## src/hdl/cpu_pkg.sv

```systemverilog
package cpu_pkg;

   typedef logic [31:0] word_t;
   typedef logic [4:0]  reg_addr_t;
   typedef logic [10:0] mem_addr_t;
   typedef logic [2:0]  alu_op_t;
   typedef logic [4:0]  opcode_t;

   typedef enum logic [2:0] {
      st_fetch,
      st_issue,
      st_operand,
      st_execute,
      st_writeback
   } stage_t;

   localparam int mem_depth = 2048;
   localparam int reg_count = 32;

   // Opcode 0 and unlisted codes are no-operations
   localparam opcode_t op_loadi = 5'd1;
   localparam opcode_t op_load  = 5'd2;
   localparam opcode_t op_store = 5'd3;
   localparam opcode_t op_alu   = 5'd4;
   localparam opcode_t op_jumpz = 5'd5;
   localparam opcode_t op_halt  = 5'd6;

   localparam alu_op_t alu_add  = 3'd0;
   localparam alu_op_t alu_sub  = 3'd1;
   localparam alu_op_t alu_and  = 3'd2;
   localparam alu_op_t alu_or   = 3'd3;
   localparam alu_op_t alu_xor  = 3'd4;
   localparam alu_op_t alu_sll  = 3'd5;
   localparam alu_op_t alu_srl  = 3'd6;
   localparam alu_op_t alu_sltu = 3'd7;

endpackage
```

## src/hdl/register_file.sv

```systemverilog
`timescale 1ns/10ps

module register_file (
   input  logic               clk,
   input  cpu_pkg::reg_addr_t rd_addr_a,
   input  cpu_pkg::reg_addr_t rd_addr_b,
   output cpu_pkg::word_t     rd_data_a,
   output cpu_pkg::word_t     rd_data_b,
   input  logic               wr_en,
   input  cpu_pkg::reg_addr_t wr_addr,
   input  cpu_pkg::word_t     wr_data
);

   cpu_pkg::word_t regs [cpu_pkg::reg_count];

   always_ff @(posedge clk) begin
      if (wr_en) begin
         regs[wr_addr] <= wr_data;
      end
   end

   // r0 is hardwired to zero
   assign rd_data_a = (rd_addr_a == '0) ? '0 : regs[rd_addr_a];
   assign rd_data_b = (rd_addr_b == '0) ? '0 : regs[rd_addr_b];

endmodule

```

## config.mk

```make
export PLATFORM = sky130hd
export DESIGN_NAME = register_file
export DESIGN_NICKNAME = d
export VERILOG_FILES = /design/src/hdl/cpu_pkg.sv /design/src/hdl/register_file.sv
export SDC_FILE = /design/constraint.sdc
export NUM_CORES = 1
export LEC_CHECK = 0
export BUFFER_PORTS_ARGS = -buffer_cell sky130_fd_sc_hd__clkbuf_2
export CAP_MARGIN = 0
export CORE_MARGIN = 2
export CORE_UTILIZATION = 40
export DETAILED_ROUTE_END_ITERATION = 10
export HOLD_SLACK_MARGIN = 0.03
export PLACE_DENSITY = 0.56
export SLEW_MARGIN = 30
export SYNTH_ARGS = -nofsm -noshare
export SYNTH_HDL_FRONTEND = slang
export SYNTH_SLANG_ARGS = --single-unit
```

## constraint.sdc

```tcl
create_clock -name clk -period 2.3 [get_ports clk]
set_input_delay 0 -clock clk [delete_from_list [all_inputs] [get_ports clk]]
set_output_delay 0 -clock clk [all_outputs]
set_load 0.02 [all_outputs]
```

==> results.toml <==
[cells_and_area]
largest_register_ffs = 1024
area_growth_pct = 23.3
drive_gt1_share_pct = 43.5
top_register = "regs"
design_area_um2 = 57900
nNetsFinal = 2760
regArea_um2 = 30700
mostFrequentLayoutCells = "edfxtp_1, mux4_2, buf_4"
multiInputGateArea_um2 = 17100
final_common_cell = "edfxtp_1"
fill_cells = 9365
reg_top3 = "regs (1024)"

[global_route]
grt_usage_pct = 26.7
grt_pass1_wl_um = 225000
grt_pass1_vias = 29000
antenna_found_initial = 16
overflow = 0
grt_max_degree = 59

[floorplan]
dieArea_um2 = 120000
rows = 125
die_y_um = 347
die_x_um = 347
core_region_area_um2 = 116000
start_util_pct = 40.4
io_pins = 113

[detailed_routing]
drc = 0
wl_per_cell_um = 37.2
route.met2.wl_um = 76600
vias_per_cell = 6.54
wl_met3_um = 17100
ant_nets = 0
dr.pass1.iters = 5
num_vias = 28400
highest_layer = "met5"
drtIter0Drc = 3169
routed_wl_um = 161000
wl_met1_um = 60800

[yosys]
synth_top_cell_area_share_pct = 65.5
syn_nets = 2449
avgSynthCellArea_um2 = 19.6
syn-instance-count = 2400
ys_top_cells_by_area = "edfxtp_1, mux4_2, mux2i_1, a22o_1, clkbuf_1"
synth_cell_type_count = 40
yosysWarningCount = 0
synth_area_um2 = 47000
yosysSeqAreaShare_pct = 65.5
ys_ff_latch = 1024
synth_top_area_cell = "edfxtp_1"

[critical_path]
crit_arrival_ps = 2530
crit_slowest_cell = "mux2i_1"
path_class = "flop to output pin"
cp_max_fo = 2
critPathMaxStageDelay_ps = 480
path_buf_inv = 1
crit_required_ps = 2300
end_kind = "output pin"
worstSetupStartpoint = "regs[5][20]$_DFFE_PP_"
crit_chain = "mux2i_1, o22ai_1, a2111oi_4, nor3_2, buf_4"
critPathTopFamily = "compound AO/OA/AOI/OAI gates"
worst-path-stages = 5
start_kind = "flop"

[timing]
setup_viol = 56
finalSetupTns_ps = -5840
slew_viol_final = 0
rsz0062_at_grt = "yes"
hold_viol_final = 0
fin_ws_ps = -226
timing.slew.headroom_pct = 48.2
finalCritPeriodShare_pct = 110
tightest_slew_ps = 774
period_needed_ps = 2530
fmax_mhz = 396

[clock_network]
h-tree-depth = 3
cts_tree = "done"
cts.clk_slew.worst_paths_ps = 60
clockBufferDepth = 3
clockRootBuffer = "clkbuf_16"
cts.sinks = 1024
cts_buffers = 109

[placement]
postPlaceCellArea_um2 = 51700
port_buffers = 112
dpl_worst_slack_ps = -398
gp_congestion = 0.858
dp_hpwl_um = 104000

[power]
power_mw = 43.8
power.density_nw_per_um2 = 757
cellLeakagePower_nw = 18.8
vdd_drop_max_mv = 0.760

[hold_path]
hold_path.startpoint = "wr_addr[3]"
min_path_type = "input pin to flop"
min_path_cells = 3

[outcome]
violations = "negative setup slack"
outcome = "finished with violations"

[run]
cap_viol_max_count = 0
[worst paths after layout]
check                                to  slack, ps
setup / recovery          rd_data_b[20]       -230
hold / removal    regs[5][16]$_DFFE_PP_         60
[metal layers]
layer  track usage (%)  vias up
met5                 0        -
met3              7.31      364
met1              34.8    15300
li1                  -    11100
met2              43.0     1639
met4              10.0       16
[through the flow]
stage          instances  hold WS [ps]  utilization (%)
6_report            4334          60.5             49.8
5_1_grt             4332          78.4             49.8
4_1_cts             4329          36.7             49.5
3_5_place_dp        4097           637             44.4
3_3_place_gp        4094           584             44.4
2_1_floorplan       2400          98.9                -
[logic make-up (layout without fill, tap and decap cells)]
group	Yosys count	in the layout	share of synthesized area, %
buffers and inverters	226	631	2.31
flip-flops	1024	1024	65.5
AND/OR/NAND/NOR	187	187	1.94
multiplexers	632	632	24.9
other	0	5	0
AO/OA/AOI/OAI	331	331	5.41
[power breakdown]
group          switching [mW]  internal [mW]
Combinational            2.78           2.09
Clock                    7.61           10.5
Sequential             0.0998           20.8
[cells in the mapped netlist]
master	number
and3_1	1
nand3_1	4
nor4_1	9
a2111oi_0	31
mux2_2	5
a221o_1	1
or3b_1	2
mux2i_1	183
inv_1	25
o22ai_1	55
a21boi_0	1
buf_1	7
a211oi_1	47
nor4b_2	1
o221ai_1	31
buf_6	12
nor2b_1	8
o22a_1	1
buf_2	58
and2_1	13
a22o_1	62
o211ai_1	1
mux2_1	19
nor3_1	32
nand3b_1	7
a211o_1	23
or3_1	2
or3b_2	3
buf_4	20
nand2b_1	3
nand2_1	65
edfxtp_1	1024
nor3_2	1
a21oi_1	46
clkbuf_1	104
and4_1	1
a221oi_1	23
a32o_1	9
mux4_2	425
nor2_1	35
[layout make-up]
type,count,share of cell area (%)
flip-flops and latches,1024,53.1
multi-input cells,1150,29.6
repair buffers,401,7.39
clock buffers,119,4.81
well taps,1524,3.29
clock inverters,86,1.61
inverters,25,0.166
diodes,5,0.0216
[repair_timing]
| item | in CTS | in global routing |
|---|---|---|
| setup buffers | 9 | 1 |
| hold buffers | 32 | 0 |
| endpoints found under the hold margin | 1024 | 0 |
| gates resized for setup | 356 | 92 |
| pin swaps | 121 | 29 |
| setup endpoints to repair | 64 | 64 |
Note: power is estimated with default switching activity, not from simulation.
