--- src/hdl/cpu_pkg.sv ---
package cpu_pkg;

   typedef logic [31:0] word_t;
   typedef logic [4:0]  reg_addr_t;
   typedef logic [10:0] mem_addr_t;
   typedef logic [2:0]  alu_op_t;
   typedef logic [4:0]  opcode_t;

   typedef enum logic [2:0] {
      st_fetch,
      st_issue,
      st_operand,
      st_execute,
      st_writeback
   } stage_t;

   localparam int mem_depth = 2048;
   localparam int reg_count = 32;

   // Opcode 0 and unlisted codes are no-operations
   localparam opcode_t op_loadi = 5'd1;
   localparam opcode_t op_load  = 5'd2;
   localparam opcode_t op_store = 5'd3;
   localparam opcode_t op_alu   = 5'd4;
   localparam opcode_t op_jumpz = 5'd5;
   localparam opcode_t op_halt  = 5'd6;

   localparam alu_op_t alu_add  = 3'd0;
   localparam alu_op_t alu_sub  = 3'd1;
   localparam alu_op_t alu_and  = 3'd2;
   localparam alu_op_t alu_or   = 3'd3;
   localparam alu_op_t alu_xor  = 3'd4;
   localparam alu_op_t alu_sll  = 3'd5;
   localparam alu_op_t alu_srl  = 3'd6;
   localparam alu_op_t alu_sltu = 3'd7;

endpackage
--- src/hdl/mem_bus_if.sv ---
`timescale 1ns/10ps

interface mem_bus_if;

   logic              req;
   logic              we;
   cpu_pkg::mem_addr_t addr;
   cpu_pkg::word_t    wdata;
   logic              gnt;
   cpu_pkg::word_t    rdata;

   modport requester (output req, output we, output addr, output wdata,
                      input gnt, input rdata);

   modport arbiter (input req, input we, input addr, input wdata,
                    output gnt, output rdata);

   modport memory (input req, input we, input addr, input wdata,
                   output rdata);

endinterface

--- src/hdl/mem_arbiter.sv ---
`timescale 1ns/10ps

module mem_arbiter (
   input  logic               clk,
   input  logic               rst_n,
   input  logic               prog_we,
   input  cpu_pkg::mem_addr_t prog_addr,
   input  cpu_pkg::word_t     prog_wdata,
   mem_bus_if.arbiter         fetch_bus,
   mem_bus_if.arbiter         lsu_bus,
   mem_bus_if.requester       ram_bus
);

   logic fetch_rd_q;
   logic lsu_rd_q;

   // Loader first, then load/store, then fetch
   always_comb begin
      fetch_bus.gnt = 1'b0;
      lsu_bus.gnt   = 1'b0;
      ram_bus.req   = 1'b0;
      ram_bus.we    = 1'b0;
      ram_bus.addr  = '0;
      ram_bus.wdata = '0;
      if (prog_we) begin
         ram_bus.req   = 1'b1;
         ram_bus.we    = 1'b1;
         ram_bus.addr  = prog_addr;
         ram_bus.wdata = prog_wdata;
      end else if (lsu_bus.req) begin
         lsu_bus.gnt   = 1'b1;
         ram_bus.req   = 1'b1;
         ram_bus.we    = lsu_bus.we;
         ram_bus.addr  = lsu_bus.addr;
         ram_bus.wdata = lsu_bus.wdata;
      end else if (fetch_bus.req) begin
         fetch_bus.gnt = 1'b1;
         ram_bus.req   = 1'b1;
         ram_bus.addr  = fetch_bus.addr;
      end
   end

   // Owner of the read in flight
   always_ff @(posedge clk or negedge rst_n) begin
      if (!rst_n) begin
         fetch_rd_q <= 1'b0;
         lsu_rd_q   <= 1'b0;
      end else begin
         fetch_rd_q <= fetch_bus.gnt & ~fetch_bus.we;
         lsu_rd_q   <= lsu_bus.gnt & ~lsu_bus.we;
      end
   end

   assign fetch_bus.rdata = fetch_rd_q ? ram_bus.rdata : '0;
   assign lsu_bus.rdata   = lsu_rd_q ? ram_bus.rdata : '0;

endmodule

--- src/flat_wrapper.sv ---
// flat-port wrapper written by rule: the top's interface ports become plain ports
module mem_arbiter_flat 
  (clk, rst_n, prog_we, prog_addr, prog_wdata, fetch_bus_req, fetch_bus_we, fetch_bus_addr, fetch_bus_wdata, fetch_bus_gnt, fetch_bus_rdata, lsu_bus_req, lsu_bus_we, lsu_bus_addr, lsu_bus_wdata, lsu_bus_gnt, lsu_bus_rdata, ram_bus_req, ram_bus_we, ram_bus_addr, ram_bus_wdata, ram_bus_gnt, ram_bus_rdata);
  mem_bus_if fetch_bus_i ();
  mem_bus_if lsu_bus_i ();
  mem_bus_if ram_bus_i ();
  input  logic clk;
  input  logic rst_n;
  input  logic prog_we;
  input  cpu_pkg::mem_addr_t prog_addr;
  input  cpu_pkg::word_t prog_wdata;
  input wire logic [$bits(fetch_bus_i.req)-1:0] fetch_bus_req;
  input wire logic [$bits(fetch_bus_i.we)-1:0] fetch_bus_we;
  input wire logic [$bits(fetch_bus_i.addr)-1:0] fetch_bus_addr;
  input wire logic [$bits(fetch_bus_i.wdata)-1:0] fetch_bus_wdata;
  output wire logic [$bits(fetch_bus_i.gnt)-1:0] fetch_bus_gnt;
  output wire logic [$bits(fetch_bus_i.rdata)-1:0] fetch_bus_rdata;
  input wire logic [$bits(lsu_bus_i.req)-1:0] lsu_bus_req;
  input wire logic [$bits(lsu_bus_i.we)-1:0] lsu_bus_we;
  input wire logic [$bits(lsu_bus_i.addr)-1:0] lsu_bus_addr;
  input wire logic [$bits(lsu_bus_i.wdata)-1:0] lsu_bus_wdata;
  output wire logic [$bits(lsu_bus_i.gnt)-1:0] lsu_bus_gnt;
  output wire logic [$bits(lsu_bus_i.rdata)-1:0] lsu_bus_rdata;
  output wire logic [$bits(ram_bus_i.req)-1:0] ram_bus_req;
  output wire logic [$bits(ram_bus_i.we)-1:0] ram_bus_we;
  output wire logic [$bits(ram_bus_i.addr)-1:0] ram_bus_addr;
  output wire logic [$bits(ram_bus_i.wdata)-1:0] ram_bus_wdata;
  input wire logic [$bits(ram_bus_i.gnt)-1:0] ram_bus_gnt;
  input wire logic [$bits(ram_bus_i.rdata)-1:0] ram_bus_rdata;
  assign fetch_bus_i.req = fetch_bus_req;
  assign fetch_bus_i.we = fetch_bus_we;
  assign fetch_bus_i.addr = fetch_bus_addr;
  assign fetch_bus_i.wdata = fetch_bus_wdata;
  assign fetch_bus_gnt = fetch_bus_i.gnt;
  assign fetch_bus_rdata = fetch_bus_i.rdata;
  assign lsu_bus_i.req = lsu_bus_req;
  assign lsu_bus_i.we = lsu_bus_we;
  assign lsu_bus_i.addr = lsu_bus_addr;
  assign lsu_bus_i.wdata = lsu_bus_wdata;
  assign lsu_bus_gnt = lsu_bus_i.gnt;
  assign lsu_bus_rdata = lsu_bus_i.rdata;
  assign ram_bus_req = ram_bus_i.req;
  assign ram_bus_we = ram_bus_i.we;
  assign ram_bus_addr = ram_bus_i.addr;
  assign ram_bus_wdata = ram_bus_i.wdata;
  assign ram_bus_i.gnt = ram_bus_gnt;
  assign ram_bus_i.rdata = ram_bus_rdata;
  mem_arbiter u_core (.clk(clk), .rst_n(rst_n), .prog_we(prog_we), .prog_addr(prog_addr), .prog_wdata(prog_wdata), .fetch_bus(fetch_bus_i), .lsu_bus(lsu_bus_i), .ram_bus(ram_bus_i));
endmodule
--- config.mk ---
export PLATFORM = sky130hd
export DESIGN_NAME = mem_arbiter_flat
export DESIGN_NICKNAME = d
export VERILOG_FILES = /design/src/hdl/cpu_pkg.sv /design/src/hdl/mem_bus_if.sv /design/src/hdl/mem_arbiter.sv /design/src/flat_wrapper.sv
export SDC_FILE = /design/constraint.sdc
export NUM_CORES = 1
export LEC_CHECK = 0
export ABC_AREA = 1
export ABC_CLOCK_PERIOD_IN_PS = 900
export BUFFER_PORTS_ARGS = -buffer_cell sky130_fd_sc_hd__buf_2
export CELL_PAD_IN_SITES_DETAIL_PLACEMENT = 2
export CELL_PAD_IN_SITES_GLOBAL_PLACEMENT = 2
export CORE_AREA = 2 2 111 123
export DETAILED_ROUTE_END_ITERATION = 6
export DIE_AREA = 0 0 113 125
export GPL_TIMING_DRIVEN = 0
export PLACE_DENSITY = 0.95
export SLEW_MARGIN = 10
export SYNTH_ARGS = -nofsm -noshare
export SYNTH_HDL_FRONTEND = slang
export SYNTH_SLANG_ARGS = --single-unit
--- constraint.sdc ---
create_clock -name clk -period 0.9 [get_ports clk]
set_input_delay 0.09 -clock clk [delete_from_list [all_inputs] [get_ports clk]]
set_output_delay 0.09 -clock clk [all_outputs]
set_load 0.03 [all_outputs]
==> results.toml <==
[cells_and_area]
areaGrowthSynthToFinish_pct = 279
antenna_cells = 0
drive_above_1_share_pct = 81.8
fin_cells = 738
nets = 748
utilization_pct = 36.7

[yosys]
netlist_top_cells_area = "nand2_1, inv_1, nand3_1, buf_2, dfrtp_1"
synth_top_area_cell = "nand2_1"
async_flop_share_pct = 100
synth_simple_gate_area_share_pct = 66.8
synth_compound_area_share_pct = 0
ys_types = 13
synth_area_mm2 = 0.00126
synthesis.nets = 469
syn_area_per_cell_um2 = 4.20
synth_edf_count = 0
synth_adder_area_share_pct = 0
synthXorXnorAreaFrac_pct = 0
synth_top_area_share_pct = 52.1
post-synth-top-count-cell = "nand2_1"
yosys-mux-area-fraction_pct = 0
yosys_warnings = 0
ys_seq_area_share_pct = 3.97
syn-instance-count = 300
ys.flop_type = "dfrtp_1"
synth.cells.most_frequent = "nand2_1, inv_1, nand3_1"
ys_ff_latch = 2
synth_top_family_by_area = "simple AND/OR/NAND/NOR gates"

[run_status]
violations = "design-rule violations, negative setup slack"
outcome = "finished with violations"

[floorplanning]
initial_core_util_pct = 9.70
coreArea_mm2 = 0.0130
die_area_mm2 = 0.0141
io_pins = 280
rows = 44
die_y_um = 125
die_width_um = 113

[route]
wl_um = 13200
drcViolationCount = 16
vias = 3017
wl_per_cell_um = 17.8
drt_iter0_drc = 83
ant_nets = 0
first_pass_iters = 6
routed_via_density = 4.09

[placement]
gp_congestion = 0.731
dp_hpwl_um = 8620
io_buffers = 245
placed_cells = 706

[sta]
min_period_ns = 1.26
relSlewSlack_pct = 87.0
tns_ns = -21.38
drv_slew = 0
post-route-period-util_pct = 140
setup_ws_ns = -0.364
hold_viol_final = 0
clock.fmax_mhz = 791
setup_viol = 91
rsz0062_at_grt = "yes"
tightest_slew_ns = 0.194

[grt]
grt_pass1_wl_um = 17700
antenna_found_initial = 0
first_global_vias = 3337
gr-total-overflow = 0
grt_usage_pct = 16.0
grt_max_degree = 11

[power_and_ir_drop]
seq_power_share_pct = 3.2
netSwitchingPower_w = 0.00140
p_leak_nw = 3.00
combPwrFrac_pct = 75.6
p_per_area_mw_per_mm2 = 653
swShare_pct = 45.1
power_frac_clock_pct = 21.1
peakVddDrop_mv = 0.627
intPower_w = 0.00171

[setup_path]
worst_setup_path_start_kind = "flop"
crit_arrival_ns = 1.17
cp_max_fo = 8
critPathCaptureType = "output pin"
cp.required_ns = 0.81
critPathKind = "reg2out"

[clock_network]
cts_tree = "yes"
clockRootBuffer = "clkbuf_16"
clock_sinks = 2
cts_buffer_depth = 2
cts_buffers = 3
clk_pin_slew_worst_paths_ns = 0.03
cts_htree_levels = 1

[min_path]
min_path_type = "in2reg"
holdPathStages = 2
worstHoldEndpoint = "u_core.lsu_rd_q"
hp-start = "lsu_bus_we"

[run]
drv_cap = 0
==> worst max-delay path: stages (launching register included) <==
cell and delay, ns:
dfrtp_2 0.40, buf_12 0.15, clkbuf_16 0.16, nand2_2 0.06, inv_1 0.05, buf_6 0.13
==> timing repair <==
item	in CTS	in global routing
cloned	5	4
buffers inserted	14	8
endpoints found under the hold margin	2	0
endpoints found under the setup margin	108	109
gates resized for setup	329	159
hold buffers	1	0
pin swaps	14	18
==> metrics by stage <==
step	instance area, µm²	hold slack (ns)	setup slack, ns	total power (W)
finish	4770	0.0452	-0.364	0.00312
global route	4770	0.0663	-0.409	0.00327
CTS	4170	0.0420	-0.363	0.00286
detailed placement	2850	-0.123	-0.349	0.00160
global placement	2850	-0.124	-0.356	0.00155
floorplan	1420	-0.206	0.00199	0.000948
==> how the worst max path moves through the flow <==
stage,start,endpoint,slack [ns],cells past startpoint
global route,u_core.fetch_rd_q,fetch_bus_rdata[25],-0.41,5
floorplan,u_core.fetch_rd_q,fetch_bus_rdata[0],0.002,3
finish,u_core.fetch_rd_q,fetch_bus_rdata[0],-0.36,5
CTS,u_core.fetch_rd_q,fetch_bus_rdata[16],-0.36,4
global placement,u_core.fetch_rd_q,fetch_bus_rdata[0],-0.36,4
detailed placement,u_core.fetch_rd_q,fetch_bus_rdata[0],-0.35,4
==> registers in the layout, indices dropped and copies added (netlist names) <==
register	count
u_core.fetch_rd_q	1
u_core.lsu_rd_q	1
==> final cells by class <==
cell class / instances / area (µm²)
fill: 1491 / 8220
timing repair buffer: 274 / 2310
multi-input combinational: 212 / 1600
inverter: 68 / 280
buffer: 18 / 255
tap: 161 / 201
clock buffer: 3 / 75.1
sequential: 2 / 52.6
==> cell usage in the layout, fill, tap and decap left out <==
cell,count
nand3_1,2
clkinv_8,1
dfrtp_2,2
inv_1,33
buf_8,5
dlygate4sd3_1,1
buf_2,134
buf_6,121
nand2_8,1
buf_4,14
clkbuf_16,6
nand3_4,7
clkbuf_4,1
nor2_4,1
nand2_4,52
nand2_1,67
nand2_2,56
inv_12,1
nand3_2,24
inv_2,33
nor2_1,2
buf_12,13
==> power by group through the flow <==
stage	logic (W)	clock network, W	registers (W)
global placement	0.00145	0	0.000101
floorplan	0.000852	0	0.0000969
global route	0.00249	0.000683	0.000101
CTS	0.00209	0.000672	0.000103
detailed placement	0.00150	0	0.000100
finish	0.00236	0.000658	0.000100
==> cells by family (layout without fill, tap and decap cells) <==
kind of cell	count (synthesis)	count (layout)
buf+inv	86	363
flops	2	2
simple gates	212	212
==> routing by layer <==
metal,part of all wire (%),wire length [µm],GRT usage (%)
met5,0,0,0
met2,60,7910,33.9
met4,1.8,233,3.87
met3,7.7,1010,4.07
met1,30,4000,14.7
No activity file was read; power rests on OpenSTA's default activity.
