`src/hdl/cpu_pkg.sv`:
```
package cpu_pkg;

   typedef logic [31:0] word_t;
   typedef logic [4:0]  reg_addr_t;
   typedef logic [10:0] mem_addr_t;
   typedef logic [2:0]  alu_op_t;
   typedef logic [4:0]  opcode_t;

   typedef enum logic [2:0] {
      st_fetch,
      st_issue,
      st_operand,
      st_execute,
      st_writeback
   } stage_t;

   localparam int mem_depth = 2048;
   localparam int reg_count = 32;

   // Opcode 0 and unlisted codes are no-operations
   localparam opcode_t op_loadi = 5'd1;
   localparam opcode_t op_load  = 5'd2;
   localparam opcode_t op_store = 5'd3;
   localparam opcode_t op_alu   = 5'd4;
   localparam opcode_t op_jumpz = 5'd5;
   localparam opcode_t op_halt  = 5'd6;

   localparam alu_op_t alu_add  = 3'd0;
   localparam alu_op_t alu_sub  = 3'd1;
   localparam alu_op_t alu_and  = 3'd2;
   localparam alu_op_t alu_or   = 3'd3;
   localparam alu_op_t alu_xor  = 3'd4;
   localparam alu_op_t alu_sll  = 3'd5;
   localparam alu_op_t alu_srl  = 3'd6;
   localparam alu_op_t alu_sltu = 3'd7;

endpackage
```
`src/hdl/stage_control.sv`:
```
`timescale 1ns/10ps

module stage_control (
   input  logic                clk,
   input  logic                rst_n,
   input  logic                run,
   input  logic                fetch_gnt,
   input  cpu_pkg::word_t      instr_word,
   input  cpu_pkg::word_t      rd_data_a,
   input  cpu_pkg::word_t      rd_data_b,
   input  cpu_pkg::word_t      alu_result,
   input  cpu_pkg::word_t      load_data,
   output cpu_pkg::stage_t     stage,
   output cpu_pkg::opcode_t    opcode,
   output cpu_pkg::reg_addr_t  rd_addr_a,
   output cpu_pkg::reg_addr_t  rd_addr_b,
   output cpu_pkg::word_t      operand_a,
   output cpu_pkg::word_t      operand_b,
   output cpu_pkg::alu_op_t    alu_op,
   output logic                wr_en,
   output cpu_pkg::reg_addr_t  wr_addr,
   output cpu_pkg::word_t      wr_data,
   output logic                jump_taken,
   output logic                halted
);

   cpu_pkg::word_t     instr_q;
   cpu_pkg::word_t     imm;
   cpu_pkg::reg_addr_t ra;
   logic               advance;
   logic               in_wb;
   logic               writes_reg;

   assign advance = run & ~halted;
   assign in_wb   = advance && (stage == cpu_pkg::st_writeback);

   always_ff @(posedge clk or negedge rst_n) begin
      if (!rst_n) begin
         stage <= cpu_pkg::st_fetch;
      end else if (advance) begin
         case (stage)
            cpu_pkg::st_fetch:     if (fetch_gnt) stage <= cpu_pkg::st_issue;
            cpu_pkg::st_issue:     stage <= cpu_pkg::st_operand;
            cpu_pkg::st_operand:   stage <= cpu_pkg::st_execute;
            cpu_pkg::st_execute:   stage <= cpu_pkg::st_writeback;
            default:               stage <= cpu_pkg::st_fetch;
         endcase
      end
   end

   always_ff @(posedge clk or negedge rst_n) begin
      if (!rst_n) begin
         halted <= 1'b0;
      end else if (in_wb && opcode == cpu_pkg::op_halt) begin
         halted <= 1'b1;
      end
   end

   // Issue register and operand registers
   always_ff @(posedge clk) begin
      if (advance && stage == cpu_pkg::st_issue) begin
         instr_q <= instr_word;
      end
      if (advance && stage == cpu_pkg::st_operand) begin
         operand_a <= rd_data_a;
         operand_b <= rd_data_b;
      end
   end

   assign opcode  = instr_q[31:27];
   assign wr_addr = instr_q[26:22];
   assign ra      = instr_q[21:17];
   assign alu_op  = instr_q[2:0];
   assign imm     = {{15{instr_q[16]}}, instr_q[16:0]};

   // Loads take their address from ra, so route it to the b port
   assign rd_addr_a = ra;
   assign rd_addr_b = (opcode == cpu_pkg::op_load) ? ra : instr_q[16:12];

   assign writes_reg = (opcode == cpu_pkg::op_loadi) || (opcode == cpu_pkg::op_load) ||
                       (opcode == cpu_pkg::op_alu);

   // Register 0 writes are dropped here
   assign wr_en = in_wb && writes_reg && (wr_addr != '0);

   always_comb begin
      case (opcode)
         cpu_pkg::op_loadi: wr_data = imm;
         cpu_pkg::op_load:  wr_data = load_data;
         default:           wr_data = alu_result;
      endcase
   end

   assign jump_taken = in_wb && (opcode == cpu_pkg::op_jumpz) && (operand_a == '0);

endmodule

```
`config.mk`:
```
export PLATFORM = sky130hd
export DESIGN_NAME = stage_control
export DESIGN_NICKNAME = d
export VERILOG_FILES = /design/src/hdl/cpu_pkg.sv /design/src/hdl/stage_control.sv
export SDC_FILE = /design/constraint.sdc
export NUM_CORES = 1
export LEC_CHECK = 0
export ABC_AREA = 1
export BUFFER_PORTS_ARGS = -buffer_cell sky130_fd_sc_hd__buf_2
export CAP_MARGIN = 20
export CORE_MARGIN = 8
export CORE_UTILIZATION = 44
export CTS_CLUSTER_SIZE = 10
export DETAILED_ROUTE_END_ITERATION = 8
export PLACE_DENSITY_LB_ADDON = 0.08
export SETUP_SLACK_MARGIN = 0.5
export SYNTH_ARGS = -nofsm -noshare
export SYNTH_HDL_FRONTEND = slang
export SYNTH_SLANG_ARGS = --single-unit
```
`constraint.sdc`:
```
create_clock -name clk -period 14.6 [get_ports clk]
set_input_delay 0 -clock clk [delete_from_list [all_inputs] [get_ports clk]]
set_output_delay 0 -clock clk [all_outputs]
set_load 0.02 [all_outputs]
```
==> impl_results.md, run 1 <==
- Most instantiated library cell after synthesis: edfxtp_1
- Largest net degree at the start of global routing: 49
- Initial antenna violation count: 0
- Share of cells above drive strength 1: 44.6%
- Initial Util: 44.5%
- Crit path time final: 2.30 ns
- GRT overflow: 0
- Synth cell types: 19
- Synth Register Bits: 100
- Cell family with most CP delay: buffers and inverters
- Cells after Synth: 329
- F_max: 435 MHz
- Routed WL: 15600 um
- Avg Cell Area, Syn: 12.3 um2
- Number of synthesized flops with an enable pin: 96
- Worst Path Class, Setup: register to primary output
- Die W: 112 um
- Post-CTS setup buffer count: 0
- Worst slack at placement: 12.65 ns
- Avg WL per Cell: 19.0 um
- Fin nets: 865
- Later-pin clock latency in the skew report: 0.35 ns
- Diode count: 0
- Hold Buf Count CTS: 99
- Slew Viols, Final: 0
- Number of global-route vias before repair: 4366
- CTS sink cnt: 100
- Worst vdd ir: 0.0000812 V
- Drt pass-1 iters: 4
- Vias/cell: 4.89
- Synth top area share: 71.0%
- Headroom to the max-slew limit: 57.0%
- Core area: 9110 um2
- Final setup vio count: 0
- Share of flip-flops with an asynchronous set or reset: 4.00%
- Status: complete, no violations
- Die footprint: 12600 um2
- Clock Path Buffers: 2
- GP Congestion: 0.944
- Total leakage power: 3.04 nW
- # port buffers: 288
- Worst EP arrival: 2.30 ns
- Htree depth: 3
- Power Density: 82.8 nW/um2
- Cell taking the most area after synthesis: edfxtp_1
- Final worst slack: 12.30 ns
- Worst path cell trace: inv_1 > nor2_2 > buf_4 > o21ai_2 > buf_8 > nand2_1 > nand3_1 > buf_2
- Setup crit end kind: primary output
- Setup TNS: 0 ns
- Synthesized area: 4060 um2
- Worst path slowest cell: o21ai_2
- Seq/Total Area, Yosys: 73.5%
- Starting DRT DRC Count: 272
- Peak fanout along the critical path: 40
- Yosys warns: 0
- CP bufs+invs: 4
- RSZ-0062 raised after global routing: false
- Post-route ant nets: 0
- Die Y: 112 um
- Critical Path Max Stage Delay: 0.50 ns
- Clk slew on worst S/H paths: 0.10 ns
- Final HPWL DP: 11200 um
- Area Overhead vs Synth: 65.2%
- Num ports: 289
- FP Rows: 35
- Fin. Hold Viols: 0
- First-pass GRT wire length: 23600 um
- PostCTS Resize Cnt: 0
- Post-route clock period utilization: 15.7%
- Required @ worst endpoint: 14.60 ns
- Post-synth top cells: edfxtp_1, nand3_1, nand2_1
- CTS buffer count: 9
- Via count: 3998
- Gr usage total: 24.1%
- Synth top area cells: edfxtp_1, nand3_1, nand2_1, buf_4, nor2_1
- Post-Syn Nets: 493
- Clock tree root buffer cell: clkbuf_8
- Least-Margin Pin Slew: 0.645 ns
- Clk_skew: 0.0131 ns
- Remaining DRCs: 0
- Critical path startpoint category: register
- Class of the worst hold path: input pin to register
- Max-cap viol count: 0
- TritonCTS clock tree: built
- Synth Flop Type: edfxtp_1
[power by group]
group	switching (mW)	leakage, nW	total, mW	internal (mW)
Clock	0.0974	0.102	0.179	0.0820
Combinational	0.0231	2.03	0.0612	0.0381
Sequential	0.000631	0.906	0.315	0.314
[path summary, 6_finish.rpt]
path / endpoint / from / slack (ns) / cells past startpoint
setup / recovery: wr_data[24] / instr_q[28]$_DFFE_PP_ / 12.30 / 8
hold / removal: stage[2]$_DFFE_PN0P_ / run / 0.07 / 4
setup reg to reg: operand_b[14]$_DFFE_PP_ / halted$_DFFE_PN0P_ / 12.60 / 4
hold reg to reg: halted$_DFFE_PN0P_ / halted$_DFFE_PN0P_ / 0.51 / 2
max in group asynchronous: stage[0]$_DFFE_PN0P_ / rst_n / 13.87 / 3
min in group asynchronous: halted$_DFFE_PN0P_ / rst_n / 0.55 / 3
[worst register-to-register path, cell delays in order, from the launching register on]
cell,delay [ns]
dfrtp_1,0.41
nor2_1,0.29
inv_1,0.12
nor4_2,0.24
buf_4,0.57
[final cells by class]
class,instances,area (um2)
flip-flops and latches,100,2980
clock inverters,7,83.8
well taps,111,139
inverters,10,37.5
multi-input cells,187,852
fillers,636,2400
repair buffers,393,2480
clock buffers,9,124
[layer usage]
metal | share of wire (%) | GRT usage [%]
met5 | 0 | 0
met4 | 3.5 | 10.1
met3 | 9.7 | 9.18
met2 | 53 | 46.4
met1 | 34 | 22.2
[kinds of logic after synthesis]
group	synth area share (%)
simple gates	19.6
flops	73.5
buf+inv	5.95
compound gates	0.987
[layout by cell type (no fill, tap or decap), types with 3 or more instances in the layout]
cell	count
buf_2	288
clkinv_4	3
dlygate4sd3_1	99
inv_1	10
o21ai_0	4
a21oi_1	3
dfrtp_1	4
nand3_1	75
buf_4	5
edfxtp_1	96
nor2_1	26
clkbuf_8	9
nand2_1	70
[through the flow]
step	std cells	instance area [um2]	utilization [%]	hold WS [ns]	power, mW
final	817	6700	73.6	0.0662	0.555
after floorplan	329	4060	-	-0.296	0.332
after detailed placement	702	5510	60.4	-0.191	0.360
after global routing	817	6700	73.6	0.0795	0.573
after CTS	817	6700	73.6	0.0479	0.557
after global placement	701	5490	60.3	-0.193	0.359
[sequential cells by signal, summed over array words and instances (netlist names)]
name,cells
halted,1
instr_q,32
operand_a,32
operand_b,32
stage,3
(Power assumes the default switching activity.)
==> run 2: changes to the inputs <==
Settings changed: CORE_UTILIZATION 44 to 37.
Clock period 14.6 ns to 1.9 ns, I/O delays scaled along.
==> impl_results.md, run 2 (synthesis gave the netlist of run 1 again) <==
- Status: finished, violations left
- Violated checks: setup timing
- Final setup vio count: 1
- Worst vdd ir: 0.000555 V
- Die W: 121 um
- TritonCTS clock tree: built
- Worst Hold Path EP: stage[0]$_DFFE_PN0P_
- Headroom to the max-slew limit: 79.1%
- Later-pin clock latency in the skew report: 0.37 ns
- Largest net degree at the start of global routing: 40
- CP most frequent cell: buf_6
- Drt pass-1 iters: 4
- # port buffers: 288
- Clk slew on worst S/H paths: 0.10 ns
- FF-to-FF End: operand_a[9]$_DFFE_PP_
- Min-delay src: run
- Worst path slowest cell: edfxtp_1
- Cell area after layout: 7880 um2
- Max-cap viol count: 0
- Critical Path Max Stage Delay: 0.44 ns
- Core area: 10800 um2
- Worst-case reg-to-reg path depth: 6
- Initial antenna violation count: 0
- Clock tree root buffer cell: clkbuf_8
- Diode count: 0
- Number of global-route vias before repair: 4418
- Fillers: 757
- Final HPWL DP: 11200 um
- Vias/cell: 4.73
- Setup TNS: -0.0252 ns
- FF-to-FF setup slack: 0.18 ns
- Worst EP arrival: 1.93 ns
- First-pass GRT wire length: 23800 um
- Placed insts: 732
- Top Registers: instr_q (32), operand_a (32), operand_b (32)
- Required @ worst endpoint: 1.90 ns
- Final worst slack: -0.0252 ns
- Die Y: 121 um
- Reg area: 2990 um2
- Worst Path Class, Setup: register to primary output
- Starting DRT DRC Count: 167
- Clock Path Buffers: 2
- GRT overflow: 0
- Peak fanout along the critical path: 16
- Commonest cells after routing, fill and taps aside: buf_2, dlygate4sd3_1, edfxtp_1, nand2_1, nand3_1
- Gr usage total: 21.3%
- Post-route clock period utilization: 101%
- Routed WL: 17200 um
- Clk_skew: 0.0119 ns
- F_max: 519 MHz
- RSZ-0062 raised after global routing: true
- Commonest non-fill, non-tap cell in the layout: buf_2
- CP bufs+invs: 3
- GP Congestion: 0.965
- Critical R2R Launch: halted$_DFFE_PN0P_
- Post-route ant nets: 0
- Worst path cell trace: nor3_4 > buf_6 > o21ai_4 > clkbuf_16 > nand2_1 > nand3_2 > buf_6
- Cell family with most CP delay: simple AND/OR/NAND/NOR gates
- Final Util: 73.0%
- Hold path depth: 5
- Remaining DRCs: 0
- Die footprint: 14600 um2
- Multi-input logic area: 1130 um2
- Placed cell area: 5600 um2
- Total leakage power: 3.49 nW
- Critical path startpoint category: register
- CTS sink cnt: 100
- Initial Util: 37.6%
- Fin nets: 904
- Least-Margin Pin Slew: 0.312 ns
- Num ports: 289
- Setup crit end kind: primary output
- Slew Viols, Final: 0
- Power Density: 530 nW/um2
- Avg WL per Cell: 19.4 um
- FP Rows: 38
- Via count: 4182
- Crit path time final: 1.93 ns
- Area Overhead vs Synth: 94.1%
- Non-Filler Instances: 884
- Fin. Hold Viols: 0
- Power after layout: 4.18 mW
- Share of cells above drive strength 1: 54.2%
- Htree depth: 3
- Class of the worst hold path: input pin to register
- CTS buffer count: 9
run 2: changes by cell type in the layout (fill, tap and decap cells not counted), sizes merged:
| cell | delta |
|---|---|
| buf | +34 |
| clkbuf | +5 |
| clkinvlp | +3 |
| inv | -2 |
| bufinv | -1 |
| clkinv | -1 |
run 2: power breakdown:
| group | leakage (nW) | switching, mW | internal, mW | total (mW) |
|---|---|---|---|---|
| Sequential | 0.904 | 0.00623 | 2.41 | 2.42 |
| Combinational | 2.51 | 0.200 | 0.344 | 0.544 |
| Clock | 0.0752 | 0.746 | 0.467 | 1.21 |
| Total | 3.49 | 0.952 | 3.22 | 4.18 |
run 2: worst max path at each step:
stage	depth (start not counted)	slack (ns)	startpoint	end
after floorplan	3	-1.29	halted$_DFFE_PN0P_	operand_a[0]$_DFFE_PP_
after global placement	4	0.33	halted$_DFFE_PN0P_	operand_b[2]$_DFFE_PP_
after detailed placement	4	0.29	halted$_DFFE_PN0P_	operand_b[24]$_DFFE_PP_
after CTS	6	0.08	instr_q[31]$_DFFE_PP_	rd_addr_b[4]
after global routing	7	-0.09	instr_q[31]$_DFFE_PP_	wr_data[13]
final	7	-0.03	instr_q[31]$_DFFE_PP_	wr_data[13]
run 2: what timing repair did:
| action | CTS | global route |
|---|---|---|
| gates cloned | 9 | 5 |
| pin swaps | 1 | 10 |
| setup endpoints to repair | 135 | 135 |
| gates resized for setup | 31 | 118 |
| endpoints found under the hold margin | 101 | 0 |
| hold buffers | 99 | 0 |
| buffers inserted | 15 | 9 |
run 2: layout make-up:
cell class	instances	share of cell area (%)
Timing Repair Buffer	432	42.9
Sequential cell	100	37.9
Multi-Input combinational cell	187	14.4
Tap cell	140	2.22
Clock buffer	9	1.57
Inverter	10	0.556
Clock inverter	6	0.508
run 2: routing by layer:
metal  share of wire, %  routed length [um]  vias up  GRT usage (%)
li1                   -                   -     1964              -
met1                 35                5960     1967           21.7
met2                 53                9060      214           38.2
met3                9.5                1630       37           7.97
met4                3.1                 536        0           9.13
met5                  0                   0        -              0
run 2: through the flow:
stage	hold WS [ns]	worst slack [ns]
global placement	-0.187	0.333
CTS	0.0279	0.0825
floorplan	-0.296	-1.29
detailed placement	-0.187	0.286
finish	0.0434	-0.0252
global route	0.0958	-0.0893
run 2: worst register-to-register path, delay by kind of cell (launching register included):
family	cells	cell delay, ns
AND/OR/NAND/NOR	2	0.50
buffers and inverters	4	0.52
flip-flops	1	0.44
==> run 3: changes to the inputs <==
Settings changed: CORE_UTILIZATION 37 to 38, CTS_BUF_LIST set to sky130_fd_sc_hd__clkbuf_8.
==> impl_results.md, run 3 (synthesis gave the netlist of run 1 again) <==
- Status: complete, no violations
- Area Overhead vs Synth: 95.4%
- Worst-case reg-to-reg path depth: 7
- CTS sink cnt: 100
- Critical R2R Launch: halted$_DFFE_PN0P_
- FF-to-FF End: instr_q[12]$_DFFE_PP_
- Placed insts: 730
- Htree depth: 3
- Vias/cell: 4.86
- Later-pin clock latency in the skew report: 0.36 ns
- Slew Viols, Final: 0
- Met1 Track Usage GR: 22.6%
- Fillers: 654
- GP Congestion: 0.911
- Sw power: 917 uW
- Largest net degree at the start of global routing: 36
- Class of the worst hold path: input pin to register
- Combinational fraction of design power: 12.2%
- Avg WL per Cell: 19.8 um
- Num ports: 289
- Fin nets: 906
- # port buffers: 288
- GR Util met3: 7.98%
- Final Util: 76.4%
- Worst Path Class, Setup: register to primary output
- Hold path depth: 5
- Internal: 3.35 mW
- TritonCTS clock tree: built
- Post-route clock period utilization: 95.4%
- Headroom to the max-slew limit: 80.8%
- Clock tree root buffer cell: clkbuf_8
- Clk slew on worst S/H paths: 0.09 ns
- Post-route ant nets: 0
- Setup TNS: 0 ns
- CTS buffer count: 9
- Total leakage power: 3.55 nW
- Final HPWL DP: 11200 um
- FP Rows: 37
- FF-to-FF setup slack: 0.29 ns
- Sw Ratio: 21.5%
- Die Y: 119 um
- Initial Util: 39.1%
- Core area: 10400 um2
- Crit path time final: 1.81 ns
- Remaining DRCs: 0
- Peak fanout along the critical path: 5
- Max-cap viol count: 0
- Clock Power Share: 31.1%
- Commonest non-fill, non-tap cell in the layout: buf_2
- Gr busiest metal: met2
- Via count: 4295
- Gr usage total: 23.3%
- Worst Hold Path EP: stage[2]$_DFFE_PN0P_
- Die W: 119 um
- F_max: 552 MHz
- First-pass GRT wire length: 25800 um
- Fin. Hold Viols: 0
- Worst vdd ir: 0.000465 V
- Routed WL: 17500 um
- Final setup vio count: 0
- Hold_ws: 0.0949 ns
- Min-delay src: run
- Share of cells above drive strength 1: 53.4%
- Least-Margin Pin Slew: 0.287 ns
- Commonest cells after routing, fill and taps aside: buf_2, dlygate4sd3_1, edfxtp_1, nand2_1, nand3_1
- Drt pass-1 iters: 5
- Worst EP arrival: 1.81 ns
- GRT overflow: 0
- Top Registers: instr_q (32), operand_a (32), operand_b (32)
- Clk_skew: 0.0111 ns
- Grt met2 use: 43.5%
- Die footprint: 14200 um2
- Setup crit end kind: primary output
- Seq pwr share: 56.7%
- Power Density: 538 nW/um2
- Clock Path Buffers: 2
- Starting DRT DRC Count: 220
- Initial antenna violation count: 1
- Critical path startpoint category: register
- Required @ worst endpoint: 1.90 ns
- Non-Filler Instances: 884
- Number of global-route vias before repair: 4702
- RSZ-0062 raised after global routing: true
## run 3: changes by cell type in the layout (fill, tap and decap cells not counted), moves of 2 or more
cell and change:
buf_12 +2, buf_2 -8, buf_4 +7, clkinvlp_4 -3
nand2_2 +6, nand2_4 -8, nand3_1 +3, nand3_2 -3
nor2_1 +2, nor2_2 -2
## run 3: worst max path at each step
stage / start / end / depth (start not counted)
after floorplan: halted$_DFFE_PN0P_ / operand_a[0]$_DFFE_PP_ / 3
after global placement: halted$_DFFE_PN0P_ / operand_b[9]$_DFFE_PP_ / 4
after detailed placement: halted$_DFFE_PN0P_ / operand_b[11]$_DFFE_PP_ / 4
after CTS: instr_q[29]$_DFFE_PP_ / wr_data[15] / 8
after global routing: instr_q[28]$_DFFE_PP_ / rd_addr_b[2] / 6
final: instr_q[29]$_DFFE_PP_ / wr_data[14] / 8
## run 3: metrics by stage
step           area, um2  worst slack, ns  power, mW
6_report            7930           0.0869       4.27
4_1_cts             7600           0.0546       4.29
5_1_grt             7930          -0.0317       4.42
3_3_place_gp        5600            0.275       2.76
2_1_floorplan       4090            -1.29       2.56
3_5_place_dp        5600            0.249       2.77
## run 3: worst max-delay path, stage by stage (launching register included)
cell      delay, ns
edfxtp_1       0.44
nor3_4         0.23
buf_6          0.13
and2_4         0.15
buf_8          0.13
buf_6          0.13
nand2_4        0.05
nand3_4        0.06
buf_6          0.12
## run 3: what timing repair did
| item | in CTS | in global routing |
|---|---|---|
| cloned | 11 | 6 |
| hold endpoints to repair | 101 | 0 |
| hold buffers | 99 | 0 |
| endpoints found under the setup margin | 103 | 135 |
| resized for setup | 117 | 36 |
| pin swaps | 6 | 3 |
| setup buffers | 17 | 4 |
## run 3: metal layers
metal,share of wire [%],wire length [um]
met1,34,5880
met5,0,0
met2,54,9410
met4,3.2,565
met3,9.4,1650
## run 3: power groups by stage
| stage | Clock [mW] | Combinational, mW | Sequential [mW] |
|---|---|---|---|
| 4_1_cts | 1.36 | 0.504 | 2.42 |
| 3_5_place_dp | 0 | 0.299 | 2.47 |
| 2_1_floorplan | 0 | 0.0832 | 2.47 |
| 5_1_grt | 1.45 | 0.557 | 2.42 |
| 3_3_place_gp | 0 | 0.292 | 2.47 |
| 6_report | 1.33 | 0.522 | 2.42 |
## run 3: cell type report
class / instances / area (um2) / share of cell area [%]
Timing Repair Buffer: 434 / 3450 / 43.6
Sequential cell: 100 / 2990 / 37.7
Multi-Input combinational cell: 187 / 1080 / 13.7
Tap cell: 136 / 170 / 2.15
Clock buffer: 9 / 124 / 1.56
Clock inverter: 7 / 65.1 / 0.821
Inverter: 10 / 41.3 / 0.521
Antenna cell: 1 / 2.50 / 0.0316
